==> config.mk <==
export PLATFORM = sky130hd
export DESIGN_NAME = colour_mixer
export DESIGN_NICKNAME = d
export VERILOG_FILES = /design/src/hw/colmix_pkg.sv /design/src/hw/palette_ram.sv /design/src/hw/colour_fetch.sv /design/src/hw/blank_delay.sv /design/src/hw/colour_mixer.sv
export SDC_FILE = /design/constraint.sdc
export NUM_CORES = 2
export LEC_CHECK = 0
export BUFFER_PORTS_ARGS = -buffer_cell sky130_fd_sc_hd__buf_2
export CELL_PAD_IN_SITES_DETAIL_PLACEMENT = 2
export CELL_PAD_IN_SITES_GLOBAL_PLACEMENT = 2
export CORE_ASPECT_RATIO = 0.7
export CORE_MARGIN = 5
export CORE_UTILIZATION = 54
export DETAILED_ROUTE_END_ITERATION = 6
export PLACE_DENSITY_LB_ADDON = 0.1
export SYNTH_ARGS = -nofsm -noshare
export SYNTH_HDL_FRONTEND = slang
export SYNTH_SLANG_ARGS = --single-unit
==> constraint.sdc <==
create_clock -name clk -period 7.09 [get_ports clk]
set_input_delay 0.3545 -clock clk [delete_from_list [all_inputs] [get_ports clk]]
set_output_delay 0.3545 -clock clk [all_outputs]
set_load 0.02 [all_outputs]
==> src/hw/colmix_pkg.sv <==
/*
 * Shared types and constants of the palette colour mixer.
 * Palette entries are 15-bit BGR555 kept as two bytes, bit 15 unused.
 * Pixel enables must arrive at least PIX_PERIOD_MIN clocks apart.
 */
`default_nettype none

package colmix_pkg;

    // Palette address, one byte per location
    localparam int PAL_AW = 8;
    localparam int PAL_DEPTH = 1 << PAL_AW;

    // Colour index from the graphics side, one per palette entry pair
    localparam int IDX_W = 7;

    // Bits per colour channel
    localparam int COL_W = 5;

    // Fewest clocks between two pixel enables
    localparam int PIX_PERIOD_MIN = 4;

    // Pixel stages in the blanking line
    localparam int BLANK_DLY = 2;

    // Index sample to colour at the outputs, in pixel enables
    localparam int PIPE_PXL = BLANK_DLY + 1;

    typedef logic [7:0]       pal_byte_t;
    typedef logic [IDX_W-1:0] pal_idx_t;

    // Blue in the top bits, same order as the stored palette word
    typedef struct packed {
        logic [COL_W-1:0] blue;
        logic [COL_W-1:0] green;
        logic [COL_W-1:0] red;
    } rgb_t;

    // CPU side inputs, an access needs cs and cen together
    typedef struct packed {
        logic              cs;
        logic              rnw;
        logic              cen;
        logic [PAL_AW-1:0] addr;
        pal_byte_t         wdata;
    } cpu_bus_t;

    typedef enum logic [1:0] {PH_IDLE, PH_HIGH, PH_LOW, PH_DONE} fetch_phase_t;

endpackage

`default_nettype wire

==> src/hw/palette_ram.sv <==
/*
 * Dual-port palette memory, 256 bytes, no reset on the contents.
 * CPU port writes and reads with one clock latency, no wait states.
 * Lowest CPU address bit is inverted, so even CPU bytes sit in odd locations.
 * Video port is read only, one clock latency, sees CPU writes a cycle later.
 */
`default_nettype none

module palette_ram (
    input  logic                          clk,
    input  logic                          rst,
    input  colmix_pkg::cpu_bus_t          cpu,
    output colmix_pkg::pal_byte_t         pal_dout,
    input  logic [colmix_pkg::PAL_AW-1:0] vid_addr,
    output colmix_pkg::pal_byte_t         vid_data
);
    import colmix_pkg::*;

    // Storage, indexed by physical location
    pal_byte_t mem [PAL_DEPTH];

    // Physical location of the CPU access
    logic [PAL_AW-1:0] cpu_loc;

    // Access qualifiers
    logic cpu_acc;
    logic cpu_we;
    logic cpu_re;

    // Even CPU byte is the high half of an entry,
    // video reads it with the half bit set
    assign cpu_loc = {cpu.addr[PAL_AW-1:1], ~cpu.addr[0]};

    assign cpu_acc = cpu.cs & cpu.cen;
    assign cpu_we  = cpu_acc & ~cpu.rnw;
    assign cpu_re  = cpu_acc & cpu.rnw;

    // CPU write port
    always_ff @(posedge clk) begin
        if (cpu_we) begin
            mem[cpu_loc] <= cpu.wdata;
        end
    end

    // CPU read data, held until the next read
    always_ff @(posedge clk) begin
        if (rst) begin
            pal_dout <= '0;
        end else if (cpu_re) begin
            pal_dout <= mem[cpu_loc];
        end
    end

    // Video read port
    // Old data when the CPU writes the same location this cycle
    always_ff @(posedge clk) begin
        vid_data <= mem[vid_addr];
    end

    // Address must be clean whenever the CPU actually accesses
    a_cpu_addr_known: assert property (
        @(posedge clk) disable iff (rst)
        (cpu.cs && cpu.cen) |-> !$isunknown(cpu.addr)
    ) else $error("palette_ram: unknown CPU address during access");

endmodule

`default_nettype wire

==> src/hw/colour_fetch.sv <==
/*
 * Per-pixel palette fetch: samples the index on pxl_cen, reads the high and
 * then the low byte, and hands the joined colour out on the next pxl_cen.
 * Needs pxl_cen at least PIX_PERIOD_MIN clocks apart, two pixels in flight.
 * Bit 15 of the palette word is dropped.
 */
`default_nettype none

module colour_fetch (
    input  logic                          clk,
    input  logic                          rst,
    input  logic                          pxl_cen,
    input  colmix_pkg::pal_idx_t          gfx_pxl,
    output logic [colmix_pkg::PAL_AW-1:0] vid_addr,
    input  colmix_pkg::pal_byte_t         vid_data,
    output colmix_pkg::rgb_t              col
);
    import colmix_pkg::*;

    fetch_phase_t state;

    // Index of the pixel being fetched
    pal_idx_t idx;

    // Palette word being assembled, high byte first
    logic [15:0] col_word;

    // Half bit 1 selects the high byte
    logic half_hi;

    assign half_hi  = (state == PH_HIGH);
    assign vid_addr = {idx, half_hi};

    // Phase sequencer
    // pxl_cen always restarts the fetch
    always_ff @(posedge clk) begin
        if (rst) begin
            state <= PH_IDLE;
        end else if (pxl_cen) begin
            state <= PH_HIGH;
        end else begin
            case (state)
                PH_HIGH: begin
                    state <= PH_LOW;
                end
                PH_LOW: begin
                    state <= PH_DONE;
                end
                PH_DONE: begin
                    state <= PH_IDLE;
                end
                default: begin
                    state <= PH_IDLE;
                end
            endcase
        end
    end

    // Index capture and colour hand-off
    always_ff @(posedge clk) begin
        if (rst) begin
            idx <= '0;
            col <= '0;
        end else if (pxl_cen) begin
            idx <= gfx_pxl;
            // Previous pixel's word, complete by now
            col <= rgb_t'(col_word[14:0]);
        end
    end

    // Byte capture
    // RAM answers one cycle after the address, so each byte lands a phase late
    always_ff @(posedge clk) begin
        if (rst) begin
            col_word <= '0;
        end else begin
            if (state == PH_LOW) begin
                col_word[15:8] <= vid_data;
            end
            if (state == PH_DONE) begin
                col_word[7:0] <= vid_data;
            end
        end
    end

    // A new pixel must not cut a fetch short
    a_no_cen_mid_fetch: assert property (
        @(posedge clk) disable iff (rst)
        pxl_cen |-> !(state inside {PH_HIGH, PH_LOW})
    ) else $error("colour_fetch: pxl_cen during palette fetch");

    // Minimum pixel period
    a_pxl_period: assert property (
        @(posedge clk) disable iff (rst)
        pxl_cen |=> !pxl_cen [* (PIX_PERIOD_MIN - 1)]
    ) else $error("colour_fetch: pxl_cen closer than PIX_PERIOD_MIN");

endmodule

`default_nettype wire

==> src/hw/blank_delay.sv <==
/*
 * Blanking and colour delay line, advancing only on pxl_cen.
 * col_in is already one pixel behind its blanking, so the blanking line
 * carries one stage more than the DLY colour stages. DLY must be 1 or more.
 * rgb is forced black while either delayed blanking bit is low.
 */
`default_nettype none

module blank_delay #(
    parameter int DLY = colmix_pkg::BLANK_DLY
) (
    input  logic             clk,
    input  logic             rst,
    input  logic             pxl_cen,
    input  logic             lhbl,
    input  logic             lvbl,
    input  colmix_pkg::rgb_t col_in,
    output logic             lhbl_dly,
    output logic             lvbl_dly,
    output colmix_pkg::rgb_t rgb
);
    import colmix_pkg::*;

    // Blanking lines, bit 0 is the newest
    logic [DLY:0] hbl_line;
    logic [DLY:0] vbl_line;

    // Colour line, entry 0 is the newest
    rgb_t col_line [DLY];

    always_ff @(posedge clk) begin
        if (rst) begin
            hbl_line <= '0;
            vbl_line <= '0;
            for (int i = 0; i < DLY; i++) begin
                col_line[i] <= '0;
            end
        end else if (pxl_cen) begin
            hbl_line <= {hbl_line[DLY-1:0], lhbl};
            vbl_line <= {vbl_line[DLY-1:0], lvbl};
            col_line[0] <= col_in;
            for (int i = 1; i < DLY; i++) begin
                col_line[i] <= col_line[i-1];
            end
        end
    end

    // Last stage drives the outputs
    assign lhbl_dly = hbl_line[DLY];
    assign lvbl_dly = vbl_line[DLY];

    // Black during either blanking
    assign rgb = (lhbl_dly && lvbl_dly) ? col_line[DLY-1] : '0;

    // Outputs only move on the edge that follows a pixel enable
    a_hold_between_cen: assert property (
        @(posedge clk) disable iff (rst)
        (!$past(pxl_cen) && !$past(rst)) |-> $stable({lhbl_dly, lvbl_dly, rgb})
    ) else $error("blank_delay: output changed without pxl_cen");

endmodule

`default_nettype wire

==> src/hw/colour_mixer.sv <==
/*
 * Colour mixer top: palette RAM, per-pixel fetch and blanking delay.
 * Single clock, CPU strobes through cpu.cen, video through pxl_cen.
 * Colour for an index appears PIPE_PXL pixel enables after it is sampled.
 */
`default_nettype none

module colour_mixer (
    input  logic                  clk,
    input  logic                  rst,
    input  logic                  pxl_cen,
    input  logic                  lhbl,
    input  logic                  lvbl,
    input  colmix_pkg::cpu_bus_t  cpu,
    input  colmix_pkg::pal_idx_t  gfx_pxl,
    output colmix_pkg::pal_byte_t pal_dout,
    output logic                  lhbl_dly,
    output logic                  lvbl_dly,
    output colmix_pkg::rgb_t      rgb
);
    import colmix_pkg::*;

    // Video side of the palette
    logic [PAL_AW-1:0] vid_addr;
    pal_byte_t         vid_data;

    // Joined colour, one pixel behind the index
    rgb_t col;

    palette_ram palette_ram_inst (
        .clk      (clk),
        .rst      (rst),
        .cpu      (cpu),
        .pal_dout (pal_dout),
        .vid_addr (vid_addr),
        .vid_data (vid_data)
    );

    colour_fetch colour_fetch_inst (
        .clk      (clk),
        .rst      (rst),
        .pxl_cen  (pxl_cen),
        .gfx_pxl  (gfx_pxl),
        .vid_addr (vid_addr),
        .vid_data (vid_data),
        .col      (col)
    );

    // Blanking and colour line
    blank_delay #(
        .DLY (BLANK_DLY)
    ) blank_delay_inst (
        .clk      (clk),
        .rst      (rst),
        .pxl_cen  (pxl_cen),
        .lhbl     (lhbl),
        .lvbl     (lvbl),
        .col_in   (col),
        .lhbl_dly (lhbl_dly),
        .lvbl_dly (lvbl_dly),
        .rgb      (rgb)
    );

endmodule

`default_nettype wire

==> metrics.md <==
| Metric | Value |
|---|---|
| Final design utilization | `59.3%` |
| Crit Path Category | `reg2reg` |
| Most frequent cells in the layout | `edfxtp_1 (2078), mux4_2 (1066), mux2i_1 (331)` |
| Clock skew | `0.0320 ns` |
| Worst Tran Pin Value | `1.56 ns` |
| Drt wl/cell | `51.6 um` |
| GRT Residual Overflow | `0` |
| Placed cells | `7411` |
| Clock Sinks | `2139` |
| IO Pins | `56` |
| Mapped cell area | `99700 um^2` |
| Slowest stage delay, CP | `1.27 ns` |
| CTS tree | `yes` |
| Setup ws final | `2.02 ns` |
| Layout cells sized above 1 | `30.9%` |
| R2r endpoint | `palette_ram_inst.vid_data[0]` |
| Finished Layout Cells | `7822` |
| DIE HEIGHT | `370 um` |
| Leakage Power | `33.5 nW` |
| Reg2Reg Launch Point | `colour_fetch_inst.idx[0]` |
| Clk slew on worst S/H paths | `0.07 ns` |
| PD cells | `255 nW/um^2` |
| Commonest non-fill, non-tap cell in the layout | `edfxtp_1` |
| Yosys reg bits | `2139` |
| Root Buffer Master | `clkbuf_16` |
| First-pass GRT wire length | `554000 um` |
| Critical Path Fanout Max | `45` |
| Critical Path RT | `7.80 ns` |
| DRT iter0 DRCs | `12800` |
| Seq/Total Area, Yosys | `63.8%` |
| Residual DRC count | `0` |
| All-Layer GR Usage | `41.8%` |
| Core box area | `184000 um^2` |
| Starting Density | `54.1%` |
| CP top delay family | `simple AND/OR/NAND/NOR gates` |
| Hold path endpoint | `palette_ram_inst.mem[118][6]` |
| Die Area | `194000 um^2` |
| Async S/R FF share, synth | `0%` |
| Hold-fix buffers, CTS | `10` |
| Via density | `8.09` |
| # rows | `132` |
| YS warnings | `0` |
| Dpl hpwl | `263000 um` |
| Dpl cell area | `103000 um^2` |
| Violated checks | `capacitance limit, slew limit` |
| M2 GR Usage | `58.6%` |
| Tmin final | `5.07 ns` |
| Hold Fails Final Rpt | `0` |
| Post-route clock period utilization | `71.6%` |
| Critical path capture point type | `register` |
| TNS Setup | `0 ns` |
| Busiest grt layer | `met1` |
| Cells after Synth | `5122` |
| Worst rel slew slack | `-4.47%` |
| Die W | `524 um` |
| Hold depth | `1` |
| Routed Antenna Nets | `0` |
| RSZ-0062 raised after global routing | `no` |
| CTS H-tree depth | `4` |
| DRT Wirelength | `404000 um` |
| Net count, final | `5192` |
| Setup violations, final | `0` |
| Worst min-delay path category | `in2reg` |
| Max Freq | `197 MHz` |
| Vias in the first global route | `62900` |
| Post-CTS Setup Bufs | `0` |
| Hold Startpoint | `cpu[6]` |
| Clock Tree Buf Depth | `4` |
| Max Transition Viols Final | `20` |
| Drt pass-1 iters | `5` |
| Number of distinct library cells after synthesis | `76` |
| Startpoint Class | `register` |
| Largest net degree at the start of global routing | `165` |
| Met3 usage | `16.4%` |
| Worst-Skew Late Latency | `0.89 ns` |
| Flop2flop setup slack | `2.02 ns` |
| GP Congestion | `0.929` |
| Buffers and inverters on the worst path | `2` |
| Worst slack, placed | `2.31 ns` |
| Initial antenna violation count | `48` |
| Synthesized area per cell | `19.5 um^2` |
| Number of buffers created by CTS | `212` |
| Reg2Reg Depth | `8` |
| Final instance area | `109000 um^2` |
| Chain of cells forming the critical path | `buf_12 -> buf_12 -> mux4_2 -> mux4_2 -> a21oi_1 -> a21oi_1 -> nor3_1 -> nor3_1` |
| Vias post-DR | `63300` |
| Max-cap violations | `3` |
| Critical path's slowest cell | `nor3_1` |
| Number of enable flip-flop cells after synthesis | `2078` |
| Port bufs | `55` |
| Outcome | `finished, violations left` |
| CP Data Arrival Time | `5.78 ns` |
| Peak supply drop | `0.231 mV` |
| Met1 Use GR | `59.0%` |
| Fill cells | `14600` |
| Post-cts gate resize count | `0` |
| Layout area overhead | `9.61%` |
| Synthesized net count | `5157` |
| Synth Flop Type | `edfxtp_1` |
## cell usage after synthesis (20+ instances only)
cell / n / share of area, %
nor2b_1: 27 / 0.17
and3_1: 26 / 0.16
o21ai_0: 22 / 0.11
clkbuf_1: 184 / 0.69
and2_1: 38 / 0.24
buf_6: 24 / 0.27
buf_1: 54 / 0.20
edfxtp_1: 2078 / 63
a22oi_1: 74 / 0.56
nor3_1: 56 / 0.28
mux2i_1: 331 / 3.3
a211oi_1: 20 / 0.15
o22ai_1: 53 / 0.33
nand3_1: 57 / 0.29
a21oi_1: 82 / 0.41
a31oi_1: 24 / 0.15
nand2_1: 149 / 0.56
nor2_1: 333 / 1.3
dfxtp_1: 61 / 1.2
mux4_2: 1066 / 24
buf_2: 110 / 0.55
## metrics by stage
stage	hold WS, ns	total power, W
2_1_floorplan	0.440	0.0156
3_3_place_gp	0.468	0.0167
3_5_place_dp	0.480	0.0168
4_1_cts	0.0134	0.0278
5_1_grt	0.0332	0.0285
6_report	0.0430	0.0279
## worst max-delay path by stage
stage | slack [ns] | startpoint | end | cells after the start
floorplan | 4.20 | cpu[8] | palette_ram_inst.mem[102][0] | 10
global placement | 2.30 | colour_fetch_inst.idx[0] | palette_ram_inst.vid_data[0] | 8
detailed placement | 2.31 | colour_fetch_inst.idx[0] | palette_ram_inst.vid_data[0] | 8
CTS | 2.32 | colour_fetch_inst.idx[0] | palette_ram_inst.vid_data[0] | 8
global route | 2.18 | colour_fetch_inst.idx[0] | palette_ram_inst.vid_data[5] | 8
finish | 2.02 | colour_fetch_inst.idx[0] | palette_ram_inst.vid_data[0] | 8
## report_power, final
| part | leakage (nW) | total [W] | internal, W | switching, W |
|---|---|---|---|---|
| Combinational | 11.0 | 0.00266 | 0.000912 | 0.00175 |
| Sequential | 19.2 | 0.0140 | 0.0139 | 0.0000800 |
| Clock | 3.22 | 0.0113 | 0.00616 | 0.00512 |
## per-layer routing
layer,routed length (um),share of wire [%],vias to the layer above
met2,173000,43,6409
met1,145000,36,33800
met3,64500,16,1034
met5,391,0.097,-
met4,20200,5.0,44
li1,-,-,22000
## area by class of cell
cell class	instances	area [um^2]	share of cell area (%)
diodes	22	55.1	0.0504
clock buffers	282	5730	5.24
clock inverters	96	808	0.739
inverters	7	31.3	0.0286
multi-input cells	2556	33800	30.9
flip-flops and latches	2139	63600	58.2
well taps	2479	3100	2.84
repair buffers	241	2110	1.93
## logic make-up after synthesis
logic type	after synthesis	share of synthesized area [%]
flip-flops	2139	63.8
buffers and inverters	427	2.43
AO/OA/AOI/OAI	387	2.67
adder cells (fa/ha/maj)	4	0.0502
AND/OR/NAND/NOR	746	3.38
multiplexers	1419	27.7
## flip-flops by register name (all words and copies together) (netlist names)
register and count:
colour_fetch_inst.state 2, palette_ram_inst.mem 2048, colour_fetch_inst.col 15, colour_fetch_inst.idx 7, blank_delay_inst.col_line 30, blank_delay_inst.hbl_line 3, palette_ram_inst.pal_dout 8, blank_delay_inst.vbl_line 3
palette_ram_inst.vid_data 8, colour_fetch_inst.col_word 15
No activity file was read; power rests on OpenSTA's default activity.
